## config.mk

```make
export PLATFORM = sky130hd
export DESIGN_NAME = prf_value_bank_flat
export DESIGN_NICKNAME = d
export VERILOG_FILES = /design/src/rtl/prf_pkg.sv /design/src/rtl/prf_port_if.sv /design/src/rtl/prf_value_bank.sv /design/src/flat_wrapper.sv
export VERILOG_INCLUDE_DIRS = /design/src /design/src/rtl
export SDC_FILE = /design/constraint.sdc
export NUM_CORES = 2
export LEC_CHECK = 0
export ABC_CLOCK_PERIOD_IN_PS = 3090
export BUFFER_PORTS_ARGS = -buffer_cell sky130_fd_sc_hd__buf_2
export CAP_MARGIN = 20
export CORE_ASPECT_RATIO = 0.9
export CORE_MARGIN = 3
export CORE_UTILIZATION = 35
export CTS_CLUSTER_SIZE = 14
export DETAILED_ROUTE_END_ITERATION = 16
export PLACE_DENSITY_LB_ADDON = 0.3
export SKIP_CTS_REPAIR_TIMING = 1
export SLEW_MARGIN = 40
export SYNTH_ARGS = -nofsm -noshare
export SYNTH_HDL_FRONTEND = slang
export SYNTH_SLANG_ARGS = --single-unit
export TNS_END_PERCENT = 20
```

## constraint.sdc

```tcl
create_clock -name clk_i -period 3.09 [get_ports clk_i]
set_input_delay 0.618 -clock clk_i [delete_from_list [all_inputs] [get_ports clk_i]]
set_output_delay 0.618 -clock clk_i [all_outputs]
set_load 0.05 [all_outputs]
```

## src/rtl/prf_config.svh

```systemverilog
`ifndef PRF_CONFIG_SVH
`define PRF_CONFIG_SVH

// ==========================================================================
// physical register file sizing
// ==========================================================================

// physical registers, tag must cover all of them
`define PRF_PHY_REG_NUM 64
`define PRF_TAG_WIDTH   6

// data word width
`define PRF_XLEN        32

// two issue channels x two operands
`define PRF_RD_PORT_NUM 4

// common data bus channels
`define PRF_BC_NUM      2

// one lane per dispatch slot
`define PRF_ALLOC_NUM   4

`endif
```

## src/rtl/prf_pkg.sv

```systemverilog
`include "prf_config.svh"

// ==========================================================================
// shared types for the register file
// ==========================================================================

package prf_pkg;

    // physical register tag
    // indexes both the value bank and the ready table
    typedef logic [`PRF_TAG_WIDTH-1:0] prf_tag_t;

    // one data word
    // as written back on the common data bus
    typedef logic [`PRF_XLEN-1:0] prf_word_t;

endpackage

```

## src/rtl/prf_port_if.sv

```systemverilog
`timescale 1ns/1ns

`include "prf_config.svh"

// ==========================================================================
// internal bundle between bank, ready table and operand combiner
// ==========================================================================

interface prf_port_if;

    // read side, one entry per operand port
    prf_pkg::prf_tag_t                 rd_tag     [`PRF_RD_PORT_NUM];

    // common data bus, one entry per channel
    logic      [`PRF_BC_NUM-1:0]       bc_valid;
    prf_pkg::prf_tag_t                 bc_tag     [`PRF_BC_NUM];
    prf_pkg::prf_word_t                bc_value   [`PRF_BC_NUM];

    // per-part read results, pre-edge state
    prf_pkg::prf_word_t                bank_value [`PRF_RD_PORT_NUM];
    logic      [`PRF_RD_PORT_NUM-1:0]  tbl_ready;

    // value bank side
    modport bank (
        input  rd_tag, bc_valid, bc_tag, bc_value,
        output bank_value
    );

    // ready table side
    modport tbl (
        input  rd_tag, bc_valid, bc_tag,
        output tbl_ready
    );

    // combiner only listens
    modport combiner (
        input  rd_tag, bc_valid, bc_tag, bc_value, bank_value, tbl_ready
    );

endinterface

```

## src/rtl/prf_value_bank.sv

```systemverilog
`timescale 1ns/1ns

`include "prf_config.svh"

// ==========================================================================
// value bank: data words indexed by physical tag
// ==========================================================================

module prf_value_bank (
    input  logic       clk_i,
    input  logic       reset_i,
    prf_port_if.bank   port_if
);

    // storage array, one word per physical register
    prf_pkg::prf_word_t mem [`PRF_PHY_REG_NUM];

    // ----------------------------------------------------------------------
    // write side
    // ----------------------------------------------------------------------

    // channels walked in ascending order
    // so a later (higher) channel overrides an earlier one on the same tag
    always_ff @(posedge clk_i) begin
        if (reset_i) begin
            // every register reads back zero after reset
            for (int r = 0; r < `PRF_PHY_REG_NUM; r++) begin
                mem[r] <= '0;
            end
        end else begin
            for (int ch = 0; ch < `PRF_BC_NUM; ch++) begin
                if (port_if.bc_valid[ch]) begin
                    mem[port_if.bc_tag[ch]] <= port_if.bc_value[ch];
                end
            end
        end
    end

    // ----------------------------------------------------------------------
    // read side
    // ----------------------------------------------------------------------

    // zero latency, shows state before the edge
    // same-edge writes are the combiner's job
    always_comb begin
        for (int p = 0; p < `PRF_RD_PORT_NUM; p++) begin
            port_if.bank_value[p] = mem[port_if.rd_tag[p]];
        end
    end

endmodule

```

## src/flat_wrapper.sv

```systemverilog
// flat-port wrapper written by rule: the top's interface ports become plain ports
module prf_value_bank_flat 
  (clk_i, reset_i, port_if_rd_tag, port_if_bc_valid, port_if_bc_tag, port_if_bc_value, port_if_bank_value);
  prf_port_if port_if_i ();
  input  logic clk_i;
  input  logic reset_i;
  input wire logic [$bits(port_if_i.rd_tag)-1:0] port_if_rd_tag;
  input wire logic [$bits(port_if_i.bc_valid)-1:0] port_if_bc_valid;
  input wire logic [$bits(port_if_i.bc_tag)-1:0] port_if_bc_tag;
  input wire logic [$bits(port_if_i.bc_value)-1:0] port_if_bc_value;
  output wire logic [$bits(port_if_i.bank_value)-1:0] port_if_bank_value;
  assign port_if_i.rd_tag = {>>{port_if_rd_tag}};
  assign port_if_i.bc_valid = port_if_bc_valid;
  assign port_if_i.bc_tag = {>>{port_if_bc_tag}};
  assign port_if_i.bc_value = {>>{port_if_bc_value}};
  assign port_if_bank_value = {>>{port_if_i.bank_value}};
  prf_value_bank u_core (.clk_i(clk_i), .reset_i(reset_i), .port_if(port_if_i));
endmodule
```

== After elaboration in Yosys (flattened, before gate mapping) ==
Memory sizes are Yosys's and may differ from the RTL's.
Cells that the tools add are included.

* Bits in registers: 0
* Latch bits: 0
* RAM bits: 2,048
* Bits in read-only memories: 0
* Bits of input ports: 104
* Output and inout bits: 128
* Word-level logic and storage cells: 17
* Memories: 1

{| class="wikitable"
|+ Memories
! name !! depth !! bits a word !! rd ports !! clocked after Yosys merged registers in !! wr ports !! RTL line !! RTL
|-
| u_core.mem || 64 || 32 || 4 || 0 || 64 || prf_value_bank.sv:16 || <nowiki>prf_pkg::prf_word_t mem [`PRF_PHY_REG_NUM];</nowiki>
|}

* Add/subtract/negate cells: 0
* $mul: 0
* Divide/modulo/power cells: 0
* Magnitude comparators: 0
* Eq/ne operators: 0
* Shift operators: 0
* Muxes and demuxes: 14
* Bitwise operators: 0
* Reductions and logical operators: 2

{| class="wikitable"
|+ Operators by type and width
! kind !! count
|-
| 32-bit 2-to-1 mux || 2
|-
| 32-bit OR reduction || 2
|-
| 6-bit 2-to-1 mux || 2
|-
| 1-bit 2-to-1 mux || 10
|}

== Logic depth before layout (Yosys ltp) ==
* Word-level depth: 5
* Gate-level depth with buffers: 10
* Gate-level depth less buffers: 5

== Least setup slack after synthesis ==
OpenSTA, ideal clock, no wires.

* Path kind: input to output
* Start: input port_if_rd_tag[13]
* End: output port_if_bank_value[67]
* Arrival time: 3.146 ns
* Required time: 2.472 ns
* Slack: -0.674 ns
* Cell stages on the path: 9
* Path buffers: 5
* Cell sequence: buf_2 > buf_2 > buf_2 > clkbuf_1 > buf_2 > nand2_1 > nand2_1 > a31oi_1 > o21ai_0

* Cells in the longest elaborated chain, start to end: 1

{| class="wikitable"
|+ Ends and longest elaborated chain
! what !! RTL line !! RTL
|-
| from (decl) || flat_wrapper.sv:7 || <nowiki>input wire logic [$bits(port_if_i.rd_tag)-1:0] port_if_rd_tag;</nowiki>
|-
| memory read 64 x 32 bit || -- ||
|-
| to (decl) || flat_wrapper.sv:11 || <nowiki>output wire logic [$bits(port_if_i.bank_value)-1:0] port_if_bank_value;</nowiki>
|}

No other way between the ends.

==> results by stage <==
Routing:
- The count of nets left with antenna violations after detail routing is 0.
- For this block, the initial DRC count from the detailed router was 25,700.
- Across all layers, the routed design uses 129,000 vias.
- The routed length per placed instance is 53.8 um.
- After detailed routing, the number of vias per cell comes to 7.75.
- The number of DRC violations after detailed routing is 0.
- Summed over all layers, the routed wires come to 896,000 um.
- The total iterations of the first detailed-routing run is 7.

Finish:
- The synthesis-to-finish area growth is 24.7%.
- Counting the fill cells in the layout gives 37,000.
- The count of cells in the finished layout, fillers not included, comes to 16,700.
- The flip-flop count of the largest register, all copies and words added is 2,048.
- The net count of the finished layout is 10,900.
- At the end of the flow the core is filled with cells to 0.439.
- The register with the most flip-flops is u_core.mem.
- The fraction of final layout cells with drive strength greater than 1 is 0.514.
- The largest registers in the layout are u_core.mem x2048.
- The post-layout instance area is 186,000 sq um.

Global route:
- The maximum number of pins on one net before global-route repair is 65.
- The initial antenna violation count is 71.
- The first global-routing pass estimated 1,170,000 um of wire.
- The via count of the first global-routing pass is 121,000.
- In the global route stage, overall resource usage came out at 0.401.
- The aggregate global routing overflow is 0.

Critical path:
- The type of the worst setup path is reg -> out.
- The dominant delay contributor by cell family on the critical path is multiplexers.
- The worst setup path is launched from a register.
- For this design, the slowest cell found on the critical path is a22oi_2.
- The critical path contains buffers and inverters numbering 2 combined.
- The arrival time at the worst endpoint is 3.97 ns.
- Data on the critical path is required at its endpoint by 2.47 ns.
- The kind of end point of the critical path is an output port.
- In this run the worst path has a maximum fanout of 4.
- For this run, the slowest stage of the critical path takes 0.78 ns.
- The signal on the critical path passes through mux4_2 -> mux4_2 -> a22oi_2 -> buf_4 -> o221ai_4 -> buf_6.
- By instance count, the cell type seen most on the critical path is mux4_2.

Floorplanning:
- The vertical extent of the die is 626 um.
- The count of pins on the block boundary is 232.
- The initial core utilization is 0.352.
- The floorplan step set the die width to 695 um.
- The placeable core region is 425,000 sq um.
- The die covers 435,000 sq um.
- The floorplan has 227 rows.

Pwr:
- The power density of the placed cells is 487 nW/um^2.
- For this design the static power due to leakage is 64.2 nW.
- The sequential cell fraction of total power is 0.373.
- The switching power total is 29.6 mW.
- The relative contribution of combinational cells to total power is 0.266.
- Cell internal power was estimated by the tool at 61.2 mW.
- Of the total power, the share spent switching nets is 0.326.
- VDD sags by at most 0.000413 V.
- Of the total power, the clock network draws 0.361.

Clock tree:
- TritonCTS built the clock tree.
- The clock transition time at the flip-flop clock pins of the worst setup and hold paths is 0.06 ns.
- Clock tree synthesis inserted a total of 262 buffers.
- The clock passes through at most 4 buffers.
- The clock net in this run drives a total of 2,048 sinks.
- The tree is rooted in a clkbuf_16.
- In this run the number of H-tree levels came out at 5.

Hold path:
- The min-delay analysis places its worst path in the category in -> reg.

Timing:
- The final max-slew violation count is 0.
- The peak clock frequency supported by timing is 218 MHz.
- The tightest slew margin relative to the limit is 0.341.
- The final number of hold-violating endpoints came to 0.
- The setup slack of the critical path after layout is -1.49 ns.
- Setup repair after global routing could not meet its margin everywhere.
- The final count of negative-setup-slack endpoints is 128.
- Dividing the final minimum period by the clock period gives 1.48.
- The final period demand of the worst path is 4.58 ns.
- The slew of the pin with the lowest slew margin is 0.988 ns.

Outcome:
- The run finished, with violations left.
- The checks that failed: negative setup slack.

Placement:
- The number of input and output port buffers inserted is 231.
- Routability-driven placement finished with a final weighted congestion of 1.12.
- The estimated wirelength of the detail-placed design is 620,000 um.
- Before CTS, the worst setup slack after placement is -1.41 ns.
- The instance area at placement is 175,000 sq um.
- Including well taps, the total number of placed cells is 16,100.

Logic synthesis:
- The share of the Yosys chip area taken by registers is 0.411.
- Measured against the total synthesized area, the mux share comes to 0.376.
- By area the synthesized netlist is led by edfxtp_1 41%, mux4_2 34%, a22o_1 12%, clkbuf_1 2.6%, mux2i_1 2.2%.
- Of the total synthesized cell area, the portion taken by AND, OR, NAND and NOR gates is 0.0213.
- Of the total synthesized cell area, the portion taken by XOR and XNOR cells is 0.
- The synthesized design contains 2,048 register bits.
- The number of flops mapped to enable cells by yosys is 2,048.
- The number of warnings reported in the yosys synthesis log is 0.
- For this run, the leading register cell type out of synthesis is edfxtp_1.
- After synthesis the cells add up to 149,000 sq um.
- The area share of the leading cell type in the synthesized netlist is 0.411.
- The number of nets handed over by synthesis was 9,801.
- Of the total synthesized cell area, the portion taken by full adders, half adders and majority gates is 0.
- Synthesis instantiated 45 different standard cells from the library.
- The dominant combinational cell family by area after synthesis is multiplexers.
- The proportion of synthesized flip-flops having asynchronous set or reset is 0.
- edfxtp_1 takes more of the synthesized area than any other cell.
- The cell count after synthesis is 9,697.
- In this run the mean area of a mapped cell was 15.4 sq um.
- The area fraction in compound gates after synthesis is 0.146.

Flow run:
- The tool flagged a number of max-cap violations equal to 0.
final cells by class:
cell class                 count  area, sq um  share of cell area
multi-input combinational   6090        83900               0.450
sequential                  2048        61500               0.330
timing repair buffer        2398        25100               0.135
tap                         5610         7020              0.0376
clock buffer                 315         6990              0.0375
clock inverter               154         1830             0.00982
antenna                       57          143            0.000765
inverter                       4         15.0           0.0000805
kinds of logic (layout without fill, tap and decap cells):
kind of cell,Yosys count,in the layout
buffers and inverters,1559,2871
other,0,57
flip-flops,2048,2048
AND/OR/NAND/NOR,688,688
multiplexers,2765,2765
AO/OA/AOI/OAI,2637,2637
worst paths after layout:
kind              cells after the start                      to  slack (ns)                 start
setup / recovery                      6  port_if_bank_value[87]       -1.49     u_core.mem[8][23]
hold / removal                        2       u_core.mem[2][14]        0.12  port_if_bc_value[14]
through the flow:
step                hold WS, ns  TNS (ns)  power (mW)
global route              0.132   -115.50        91.6
detailed placement         1.07   -121.38        56.5
global placement           1.06   -126.39        56.3
finish                    0.124   -118.11        90.8
CTS                      0.0919   -128.24        88.7
floorplan                  1.12    -11.15        44.8
layer usage:
metal	vias up	routed length, um	GRT usage
li1	45000	-	-
met4	64	86900	0.302
met1	67100	282000	0.455
met5	-	1800	0.0158
met2	14000	365000	0.556
met3	3076	160000	0.229
synth_stat cells (119+ instances only):
cell / count
a21oi_1: 141
buf_1: 125
a22oi_1: 119
nand2_1: 237
nor2_1: 176
mux4_2: 2265
mux2i_1: 334
mux2_2: 166
buf_2: 298
edfxtp_1: 2048
clkbuf_1: 1027
a22o_1: 2052
power by group through the flow:
stage | Combinational (mW) | Clock (mW) | Sequential, mW
after floorplan | 11.2 | 0 | 33.6
after global placement | 22.1 | 0 | 34.2
after detailed placement | 22.2 | 0 | 34.3
after CTS | 22.3 | 32.6 | 33.7
after global routing | 24.0 | 33.7 | 33.9
final | 24.2 | 32.8 | 33.9
cell usage in the layout, fill, tap and decap left out, drive strengths merged, types with 19 or more instances in the layout:
cell	count
clkinv	89
o211ai	72
a21oi	141
diode	57
nor3	65
o221ai	42
edfxtp	2048
a221oi	19
mux2i	334
bufinv	36
nor2	176
nand3	44
nand2	237
mux4	2265
clkbuf	319
mux2	166
nand2b	23
o21ai	30
a22o	2052
buf	2394
nor2b	29
a22oi	119
a211oi	21
or3	69
o22ai	112
No activity file was read; power rests on OpenSTA's default activity.
