### config.mk
export PLATFORM = sky130hd
export DESIGN_NAME = prf_operand_mux_flat
export DESIGN_NICKNAME = d
export VERILOG_FILES = /design/src/rtl/prf_pkg.sv /design/src/rtl/prf_port_if.sv /design/src/rtl/prf_operand_mux.sv /design/src/flat_wrapper.sv
export VERILOG_INCLUDE_DIRS = /design/src /design/src/rtl
export SDC_FILE = /design/constraint.sdc
export NUM_CORES = 1
export LEC_CHECK = 0
export ABC_AREA = 1
export CAP_MARGIN = 20
export CORE_AREA = 5 5 149 151
export DETAILED_ROUTE_END_ITERATION = 8
export DIE_AREA = 0 0 154 156
export DONT_BUFFER_PORTS = 1
export PLACE_DENSITY = 0.61
export REMOVE_ABC_BUFFERS = 1
export SETUP_SLACK_MARGIN = 0.4
export SYNTH_ARGS = -nofsm -noshare
export SYNTH_HDL_FRONTEND = slang
export SYNTH_SLANG_ARGS = --single-unit
### constraint.sdc
create_clock -name clk_i -period 2.9 [get_ports clk_i]
set_clock_uncertainty 0.05 [all_clocks]
set_input_delay 0.145 -clock clk_i [delete_from_list [all_inputs] [get_ports clk_i]]
set_output_delay 0.145 -clock clk_i [all_outputs]
set_load 0.02 [all_outputs]
### src/rtl/prf_config.svh
`ifndef PRF_CONFIG_SVH
`define PRF_CONFIG_SVH

// ==========================================================================
// physical register file sizing
// ==========================================================================

// physical registers, tag must cover all of them
`define PRF_PHY_REG_NUM 64
`define PRF_TAG_WIDTH   6

// data word width
`define PRF_XLEN        32

// two issue channels x two operands
`define PRF_RD_PORT_NUM 4

// common data bus channels
`define PRF_BC_NUM      2

// one lane per dispatch slot
`define PRF_ALLOC_NUM   4

`endif
### src/rtl/prf_pkg.sv
`include "prf_config.svh"

// ==========================================================================
// shared types for the register file
// ==========================================================================

package prf_pkg;

    // physical register tag
    // indexes both the value bank and the ready table
    typedef logic [`PRF_TAG_WIDTH-1:0] prf_tag_t;

    // one data word
    // as written back on the common data bus
    typedef logic [`PRF_XLEN-1:0] prf_word_t;

endpackage

### src/rtl/prf_port_if.sv
`timescale 1ns/1ns

`include "prf_config.svh"

// ==========================================================================
// internal bundle between bank, ready table and operand combiner
// ==========================================================================

interface prf_port_if;

    // read side, one entry per operand port
    prf_pkg::prf_tag_t                 rd_tag     [`PRF_RD_PORT_NUM];

    // common data bus, one entry per channel
    logic      [`PRF_BC_NUM-1:0]       bc_valid;
    prf_pkg::prf_tag_t                 bc_tag     [`PRF_BC_NUM];
    prf_pkg::prf_word_t                bc_value   [`PRF_BC_NUM];

    // per-part read results, pre-edge state
    prf_pkg::prf_word_t                bank_value [`PRF_RD_PORT_NUM];
    logic      [`PRF_RD_PORT_NUM-1:0]  tbl_ready;

    // value bank side
    modport bank (
        input  rd_tag, bc_valid, bc_tag, bc_value,
        output bank_value
    );

    // ready table side
    modport tbl (
        input  rd_tag, bc_valid, bc_tag,
        output tbl_ready
    );

    // combiner only listens
    modport combiner (
        input  rd_tag, bc_valid, bc_tag, bc_value, bank_value, tbl_ready
    );

endinterface

### src/rtl/prf_operand_mux.sv
`timescale 1ns/1ns

`include "prf_config.svh"

// ==========================================================================
// operand combiner: bank value + ready bit + same-edge forwarding
// ==========================================================================

module prf_operand_mux (
    input  logic                          clk_i,
    input  logic                          reset_i,
    // allocations also have to win on the forwarding path
    input  logic [`PRF_ALLOC_NUM-1:0]     alloc_valid_i,
    input  prf_pkg::prf_tag_t             alloc_tag_i [`PRF_ALLOC_NUM],
    prf_port_if.combiner                  port_if,
    // registered operand results
    output prf_pkg::prf_word_t            rd_value_o  [`PRF_RD_PORT_NUM],
    output logic [`PRF_RD_PORT_NUM-1:0]   rd_ready_o
);

    // forwarded result, before the register stage
    prf_pkg::prf_word_t                fwd_value [`PRF_RD_PORT_NUM];
    logic      [`PRF_RD_PORT_NUM-1:0]  fwd_ready;

    // ----------------------------------------------------------------------
    // forwarding
    // ----------------------------------------------------------------------

    always_comb begin
        for (int p = 0; p < `PRF_RD_PORT_NUM; p++) begin
            // default is the stored state
            fwd_value[p] = port_if.bank_value[p];
            fwd_ready[p] = port_if.tbl_ready[p];

            // broadcast hit on this edge
            // ascending scan, highest matching channel ends up selected
            for (int ch = 0; ch < `PRF_BC_NUM; ch++) begin
                if (port_if.bc_valid[ch] && (port_if.bc_tag[ch] == port_if.rd_tag[p])) begin
                    fwd_value[p] = port_if.bc_value[ch];
                    fwd_ready[p] = 1'b1;
                end
            end

            // tag being reallocated right now
            // value stays, only ready drops
            for (int a = 0; a < `PRF_ALLOC_NUM; a++) begin
                if (alloc_valid_i[a] && (alloc_tag_i[a] == port_if.rd_tag[p])) begin
                    fwd_ready[p] = 1'b0;
                end
            end
        end
    end

    // ----------------------------------------------------------------------
    // output stage, fixed one-cycle latency
    // ----------------------------------------------------------------------

    // one read per port per cycle, no stall
    always_ff @(posedge clk_i) begin
        if (reset_i) begin
            // outputs idle during reset
            for (int p = 0; p < `PRF_RD_PORT_NUM; p++) begin
                rd_value_o[p] <= '0;
            end
            rd_ready_o <= '0;
        end else begin
            for (int p = 0; p < `PRF_RD_PORT_NUM; p++) begin
                rd_value_o[p] <= fwd_value[p];
            end
            rd_ready_o <= fwd_ready;
        end
    end

endmodule

### src/flat_wrapper.sv
// flat-port wrapper written by rule: the top's interface ports become plain ports
module prf_operand_mux_flat 
  (clk_i, reset_i, alloc_valid_i, alloc_tag_i, rd_value_o, rd_ready_o, port_if_rd_tag, port_if_bc_valid, port_if_bc_tag, port_if_bc_value, port_if_bank_value, port_if_tbl_ready);
  prf_port_if port_if_i ();
  input  logic clk_i;
  input  logic reset_i;
  input  logic [`PRF_ALLOC_NUM-1:0] alloc_valid_i;
  input  prf_pkg::prf_tag_t alloc_tag_i[`PRF_ALLOC_NUM];
  output prf_pkg::prf_word_t rd_value_o[`PRF_RD_PORT_NUM];
  output logic [`PRF_RD_PORT_NUM-1:0] rd_ready_o;
  input wire logic [$bits(port_if_i.rd_tag)-1:0] port_if_rd_tag;
  input wire logic [$bits(port_if_i.bc_valid)-1:0] port_if_bc_valid;
  input wire logic [$bits(port_if_i.bc_tag)-1:0] port_if_bc_tag;
  input wire logic [$bits(port_if_i.bc_value)-1:0] port_if_bc_value;
  input wire logic [$bits(port_if_i.bank_value)-1:0] port_if_bank_value;
  input wire logic [$bits(port_if_i.tbl_ready)-1:0] port_if_tbl_ready;
  assign port_if_i.rd_tag = {>>{port_if_rd_tag}};
  assign port_if_i.bc_valid = port_if_bc_valid;
  assign port_if_i.bc_tag = {>>{port_if_bc_tag}};
  assign port_if_i.bc_value = {>>{port_if_bc_value}};
  assign port_if_i.bank_value = {>>{port_if_bank_value}};
  assign port_if_i.tbl_ready = port_if_tbl_ready;
  prf_operand_mux u_core (.clk_i(clk_i), .reset_i(reset_i), .alloc_valid_i(alloc_valid_i), .alloc_tag_i(alloc_tag_i), .port_if(port_if_i), .rd_value_o(rd_value_o), .rd_ready_o(rd_ready_o));
endmodule
**Yosys cells after proc, flatten, opt, wreduce, memory -nomap -nowiden**

Cells that the tools add are included.

- Bits in registers: 132
- Word-level logic and storage cells: 76
- Output and inout bits: 132

- Eq/ne operators: 24
- Reduce and logical (&&, ||, !) cells: 28
- Multiplexer cells: 16

Operator list:

| kind | number |
|---|---|
| 2-to-1 mux 32 bit | 8 |
| equality test 6 bit | 24 |
| logical AND 1 bit | 24 |
| OR reduction 5 bit | 4 |
| 2-to-1 mux 1 bit | 8 |

**Logic depth before layout (Yosys ltp)**

Gate-level depths: netlist (run 1).

- Depth in word-level cells: 4
- Gate-level depth with buffers: 13
- Depth with buffers taken out: 11

**Worst setup path after synthesis (run 1)**

Ideal clock, no wire load.

- Kind: in2reg
- Start: input port_if_rd_tag[20]
- End: register u_core.rd_value_o[100] in the netlist's numbering
- Path buffers: 2
- Data arrival time: 1123 ps
- Slack: 1610 ps
- Required time: 2733 ps
- Cell stages on the path: 11
- Path through: buf_2 inv_1 nand2_1 nand3_2 clkinv_1 nand2_1 nor2_4 buf_6 nor2_1 nor2_1 nor2_1

- Word-level cells in the longest chain between the ends: 4
- Elaborated cells on any way between the ends: 6
- Classes of those cells: eq/ne: 2; mux: 2; reduce/logical: 2

RTL lines:

| element | line | text |
|---|---|---|
| from (decl) | flat_wrapper.sv:11 | `input wire logic [$bits(port_if_i.rd_tag)-1:0] port_if_rd_tag;` |
| equality test 6 bit | prf_operand_mux.sv:38 | `if (port_if.bc_valid[ch] && (port_if.bc_tag[ch] == port_if.rd_tag[p])) begin` |
| logical AND 1 bit | prf_operand_mux.sv:38 |  |
| 2-to-1 mux 32 bit | prf_operand_mux.sv:38 |  |
| 2-to-1 mux 32 bit (*) | prf_operand_mux.sv:38 |  |
| to (signal, indexed assignment) | prf_operand_mux.sv:68 | `rd_value_o[p] <= fwd_value[p];` |
| to (decl) | prf_operand_mux.sv:17 | `` output prf_pkg::prf_word_t rd_value_o [`PRF_RD_PORT_NUM], `` |

Every way passes the cells marked *; elsewhere a longest branch is shown, timed or not.
A chain may end at the register's enable or synchronous reset.

**Worst setup path after layout (run 1)**

- Start: input port_if_rd_tag[12]
- End: register u_core.rd_value_o[71] in the netlist's numbering

Same word-level chain as after synthesis.

==> results of run 1 <==
[repair_timing]
action / 4_1_cts / 5_1_grt
hold endpoints to repair: 132 / 0
setup buffers: 0 / 0
hold buffers: 216 / 0
[worst min-delay path, cell delays in order]
cell	delay (ns)
inv_1	0.06
nor2_1	0.12
nor2_1	0.05
nor2_1	0.07
[final cells by class]
type	instances	area share, %
multi-input combinational	1248	44.3
clock inverter	13	1.12
clock buffer	19	3.71
timing repair buffer	242	19.7
sequential	132	21.6
tap	275	2.82
inverter	217	6.68
antenna	1	0.0205
[worst max-delay path by stage]
stage	slack [ns]	end	cells after the start	from
after floorplan	0.87	u_core.rd_value_o[0]$_SDFF_PP0_	3	reset_i
after global placement	0.93	u_core.rd_value_o[74]$_SDFF_PP0_	8	port_if_rd_tag[14]
after detailed placement	0.96	u_core.rd_value_o[6]$_SDFF_PP0_	7	port_if_rd_tag[5]
after CTS	0.89	u_core.rd_value_o[74]$_SDFF_PP0_	10	port_if_rd_tag[12]
after global routing	0.64	u_core.rd_value_o[71]$_SDFF_PP0_	10	port_if_rd_tag[12]
final	0.80	u_core.rd_value_o[71]$_SDFF_PP0_	10	port_if_rd_tag[12]
[cells by family (layout without fill, tap and decap cells)]
group	after synthesis	count (layout)	synth area share, %
compound gates	196	196	10.6
xor+xnor	20	20	1.84
buf+inv	319	491	15.7
flops	132	132	27.8
other cells	0	1	0
simple gates	1032	1032	44.1
[sequential cells by signal (all words and copies together), names as in the netlist]
name	flops
u_core.rd_ready_o	4
u_core.rd_value_o	128
[through the flow]
stage          cells  hold WS, ns  total power [uW]  area, um^2
2_1_floorplan   1597        0.259              2700        8840
3_3_place_gp    1898        0.264              2950        9460
3_5_place_dp    1898        0.267              2950        9460
4_1_cts         2146      0.00325              5450       12200
5_1_grt         2147       0.0359              5660       12200
6_report        2147      0.00278              5470       12200
[metal layers]
layer / vias up / track usage (%) / wire [um]
met1: 5316 / 42.9 / 17100
met4: 4 / 19.7 / 2680
li1: 5531 / - / -
met5: - / 0 / 28
met3: 194 / 9.54 / 5110
met2: 819 / 58.1 / 20400
[placed cells by master, fill, tap and decap left out, drive strengths merged]
cell type,instances
a21oi,19
dlygate4sd3,216
xor2,8
xnor2,12
o22ai,9
o21ai,161
diode,1
dfxtp,132
clkbuf,19
nand3b,2
clkinvlp,2
nand4,8
nor3,7
a21boi,1
nand3,159
nor2,456
bufinv,1
clkinv,5
inv,222
buf,26
o211ai,6
nand2,400
[power breakdown]
part	switching, uW	internal [uW]	total [uW]
Combinational	595	484	1080
Clock	982	1260	2240
Sequential	216	1930	2150
==> results.py, run 1 <==
metrics = {
    "cts": {
        "cts.repair.resized": 0,
        "htreeDepth": 4,
        "cts-root-buf": "clkbuf_16",
        "cts_tree": "built",
        "clk_pin_slew_ns": 0.06,
        "cts.sinks": 132,
        "cts_inserted_buffers": 17,
        "clockBufferDepth": 2,
    },
    "flow_run": {
        "maxCapViolations": 0,
    },
    "routing": {
        "routedWlPerCell_um": 21.1,
        "viasPerCell": 5.53,
        "drt_pass1_iterations": 5,
        "antenna_left": 0,
        "drt_iter0_markers": 949,
        "drc": 0,
        "wirelength_um": 45300,
        "vias": 11900,
    },
    "critical_path": {
        "cpMostUsedCell": "nor2_1",
        "worst_path_largest_cell_delay_ns": 0.58,
        "crit_fanout": 37,
        "arrival_ns": 2.35,
        "start_kind": "input pin",
        "cp_slowest_cell": "dlygate4sd3_1",
        "critPathTopFamily": "buffers and inverters",
        "critPathCaptureType": "flop",
        "crit_chain": "inv_1, nand2_1, o211ai_1, nor2_1, nand2_2, buf_4, nand2_1, nor2_1, nor2_1, dlygate4sd3_1",
        "critical_path_required_ns": 3.16,
        "path_class": "in2reg",
        "path_buf_inv": 3,
    },
    "placement": {
        "hpwlAfterDp_um": 30800,
        "pre_cts_ws_ns": 0.960,
        "io_buffers": 0,
        "gp_congestion": 0.987,
    },
    "global_routing": {
        "grt_overflow": 0,
        "antenna_found_initial": 3,
        "grt_pass1_wl_um": 67400,
        "grt_max_degree": 59,
        "grt_usage_pct": 35.7,
        "grt_pass1_vias": 11600,
    },
    "timing": {
        "finalSetupViolCount": 0,
        "hold_violations": 0,
        "finalSetupTns_ns": 0,
        "maxSlewViolCount": 0,
        "fmax_ghz": 0.477,
        "relSlewSlack_pct": 37.8,
        "tightest_slew_ns": 0.930,
        "fin_crit_ns": 2.10,
        "rsz0062_at_grt": "no",
        "layout_setup_ws_ns": 0.805,
        "period_share_pct": 72.3,
    },
    "layout": {
        "fin_nets": 2122,
        "layout-drive-gt1-share_pct": 5.34,
        "n_fill_cell": 2032,
        "syn_to_final_growth_pct": 28.4,
        "multi_input_area_um2": 5420,
        "finalCoreUtilization_pct": 59.1,
        "regArea_um2": 2640,
    },
    "floorplan": {
        "coreArea_um2": 20700,
        "boundaryPins": 396,
        "core.rowCount": 53,
        "die_x_um": 154,
        "die_h_um": 156,
        "initial_core_util_pct": 46.0,
        "die_area_um2": 24000,
    },
    "worst_hold_path": {
        "hp-start": "port_if_bank_value[26]",
        "hold_class": "in2reg",
        "worstHoldPathCells": 4,
        "min_to": "u_core.rd_value_o[26]$_SDFF_PP0_",
    },
    "synth": {
        "syn_inst": 1699,
        "synth_commonest_cells": "nor2_1 (444), nand2_1 (400), inv_1 (193)",
        "synthArstFlopShare_pct": 0,
        "yosysMostFrequentCell": "nor2_1",
        "synth-main-ff-cell": "dfxtp_1",
        "synth_area_per_cell_um2": 5.60,
        "ys_seq_area_share_pct": 27.8,
        "synth_area_leaders": "dfxtp_1 (28%), nor2_1 (18%), nand2_1 (16%)",
        "synth_largest_area_cell": "dfxtp_1",
        "synth-seq-cells": 132,
        "synth_area_um2": 9520,
        "synth_edf_count": 0,
        "yosysWarningCount": 0,
        "yosysUniqueCellTypes": 28,
        "yosysTopAreaCellShare_pct": 27.8,
    },
    "power": {
        "powerDensity_nw_per_um2": 447,
        "p_leak_uw": 0.00649,
        "vdd_ir_drop_max_uv": 330,
    },
    "run_status": {
        "outcome": "finished, final reports clean",
    },
}
Power figures use the tool's default switching activity.
==> run 2, diff against run 1 <==
Settings changed: ABC_AREA 1 to 0, CORE_AREA 5 5 149 151 to 5 5 150 152, DIE_AREA 0 0 154 156 to 0 0 155 157, PLACE_DENSITY 0.61 to 0.51.
Clock period 2.9 ns to 2 ns, I/O delays scaled along.
==> run 2 against run 1 <==
Effect of this change: the flow now finishes with violations (hold timing); critical path type unchanged; largest cell class unchanged; clock power is 58% higher; first-iteration DRC count is 64% lower; cell count is 50% lower; critical path depth is 2 lower; critical endpoint is now u_core.rd_value_o[43]$_SDFF_PP0_; worst hold slack worse by 0.29 ns; cell area is 29% lower; worst setup slack worse by 0.45 ns.
==> results.py, run 2 <==
metrics = {
    "run_status": {
        "outcome": "complete, but fails checks",
        "violations": "hold timing",
    },
    "layout": {
        "layout-drive-gt1-share_pct": 9.40,
        "largest_register_ff_count": 128,
        "final_common_cell": "dfxtp_1",
        "regArea_um2": 2640,
        "final_cell_area_um2": 8710,
        "fin_nets": 1050,
        "finalCoreUtilization_pct": 41.7,
        "multi_input_area_um2": 4510,
        "syn_to_final_growth_pct": 13.1,
        "antenna_cells": 0,
        "n_fill_cell": 1997,
        "layout_common_cells": "dfxtp_1 (132), nor2_1 (131), mux2i_1 (126)",
        "largest-register": "u_core.rd_value_o",
        "largestRegisters": "u_core.rd_value_o x128, u_core.rd_ready_o x4",
    },
    "floorplan": {
        "core.rowCount": 53,
        "initial_core_util_pct": 36.9,
        "die_area_um2": 24300,
        "coreArea_um2": 20900,
        "die_x_um": 155,
        "boundaryPins": 396,
        "die_h_um": 157,
    },
    "routing": {
        "drc": 0,
        "drt_iter0_markers": 337,
        "vias": 6213,
        "drt_pass1_iterations": 5,
        "antenna_left": 0,
        "wirelength_um": 28900,
        "routedWlPerCell_um": 27.0,
        "viasPerCell": 5.79,
    },
    "synth": {
        "synth_area_um2": 7700,
        "synth-seq-cells": 132,
        "yosysMostFrequentCell": "dfxtp_1",
        "synth_area_leaders": "dfxtp_1 (34%), mux2i_1 (17%), a211oi_1 (12%)",
        "yosysWarningCount": 0,
        "synth_area_per_cell_um2": 9.51,
        "synth_largest_area_cell": "dfxtp_1",
        "syn_inst": 810,
        "synth-main-ff-cell": "dfxtp_1",
        "synthArstFlopShare_pct": 0,
        "yosysTopAreaCellShare_pct": 34.3,
        "ys_seq_area_share_pct": 34.3,
        "synth_commonest_cells": "dfxtp_1 (132), nor2_1 (131), mux2i_1 (128)",
        "yosysUniqueCellTypes": 24,
        "synth_edf_count": 0,
    },
    "flow_run": {
        "maxCapViolations": 0,
    },
    "placement": {
        "io_buffers": 0,
        "gp_congestion": 0.903,
        "hpwlAfterDp_um": 20900,
        "placed_area_um2": 7620,
    },
    "global_routing": {
        "grt_pass1_vias": 6301,
        "grt_usage_pct": 21.6,
        "grt_max_degree": 133,
        "antenna_found_initial": 0,
        "grt_pass1_wl_um": 40100,
        "grt_overflow": 0,
    },
    "timing": {
        "whs_ns": -0.283,
        "rsz0062_at_grt": "yes",
        "hold_violations": 108,
        "finalSetupViolCount": 0,
        "maxSlewViolCount": 0,
        "period_share_pct": 82.3,
        "fin_crit_ns": 1.65,
        "relSlewSlack_pct": 58.8,
        "fmax_ghz": 0.608,
        "tightest_slew_ns": 0.612,
    },
    "power": {
        "power_uw": 7240,
        "powerDensity_nw_per_um2": 831,
        "p_leak_uw": 0.00297,
        "vdd_ir_drop_max_uv": 493,
    },
    "cts": {
        "htreeDepth": 4,
        "clk_pin_slew_ns": 0.07,
        "ctsHoldBuffers": 24,
        "clockBufferDepth": 2,
        "cts_inserted_buffers": 17,
        "cts_tree": "built",
        "cts-root-buf": "clkbuf_16",
        "cts.sinks": 132,
    },
    "critical_path": {
        "path_class": "in2reg",
        "critical_path_required_ns": 2.26,
        "worst_path_largest_cell_delay_ns": 0.56,
        "critPathCaptureType": "flop",
        "cp_slowest_cell": "dlygate4sd3_1",
        "start_kind": "input pin",
        "arrival_ns": 1.90,
        "crit_chain": "xnor2_1, nand4_1, nor4_4, clkbuf_16, buf_4, mux2i_1, a211oi_1, dlygate4sd3_1",
        "crit_fanout": 14,
    },
    "worst_hold_path": {
        "hold_class": "in2reg",
    },
}
run 2: worst max-delay path, delay by kind of cell:
family / cells / cell delay [ns]
compound gates: 1 / 0.08
simple gates: 2 / 0.46
xor+xnor: 1 / 0.13
buf+inv: 3 / 0.95
mux: 1 / 0.17
run 2: report_power, final:
part	internal [uW]	leakage, uW	switching, uW
Clock	2270	0.000320	1280
Combinational	360	0.00155	238
Sequential	2790	0.00110	297
Total	5420	0.00297	1820
run 2: logic make-up after synthesis:
family / count (synthesis) / share of synthesized area [%]
buffers and inverters: 90 / 7.57
muxes: 128 / 16.6
AOI/OAI and AO/OA: 131 / 13.2
xor gates and xnor gates: 144 / 16.6
and+or+nand+nor: 185 / 11.7
DFF: 132 / 34.3
run 2: through the flow:
| step | instances | setup TNS (ns) | setup WS, ns |
|---|---|---|---|
| after global routing | 1073 | 0 | 0.283 |
| after global placement | 1006 | 0 | 0.329 |
| after CTS | 1061 | 0 | 0.411 |
| final | 1073 | 0 | 0.355 |
| after floorplan | 720 | -63.36 | -0.536 |
| after detailed placement | 1006 | 0 | 0.226 |
run 2: final cells by class:
class | instances | area share [%]
clock buffers | 18 | 5.04
multi-input cells | 588 | 51.8
repair buffers | 47 | 6.38
well taps | 275 | 3.95
flip-flops and latches | 132 | 30.3
clock inverters | 13 | 2.54
run 2: final timing paths:
path / to / slack, ns / start / depth (start not counted)
setup / recovery: u_core.rd_value_o[43]$_SDFF_PP0_ / 0.35 / port_if_rd_tag[6] / 8
hold / removal: u_core.rd_value_o[54]$_SDFF_PP0_ / -0.28 / reset_i / 1
run 2: timing repair:
item | CTS | global route
setup buffers | 0 | 9
hold endpoints to repair | 132 | 108
setup endpoints to repair | 0 | 24
resized for setup | 0 | 13
run 2: routing by layer:
layer | vias to the layer above | track usage, % | wire length (um)
li1 | 2818 | - | -
met3 | 64 | 8.91 | 2750
met2 | 329 | 39.2 | 15100
met4 | 0 | 9.84 | 931
met5 | - | 0 | 0
met1 | 3002 | 21.6 | 10200
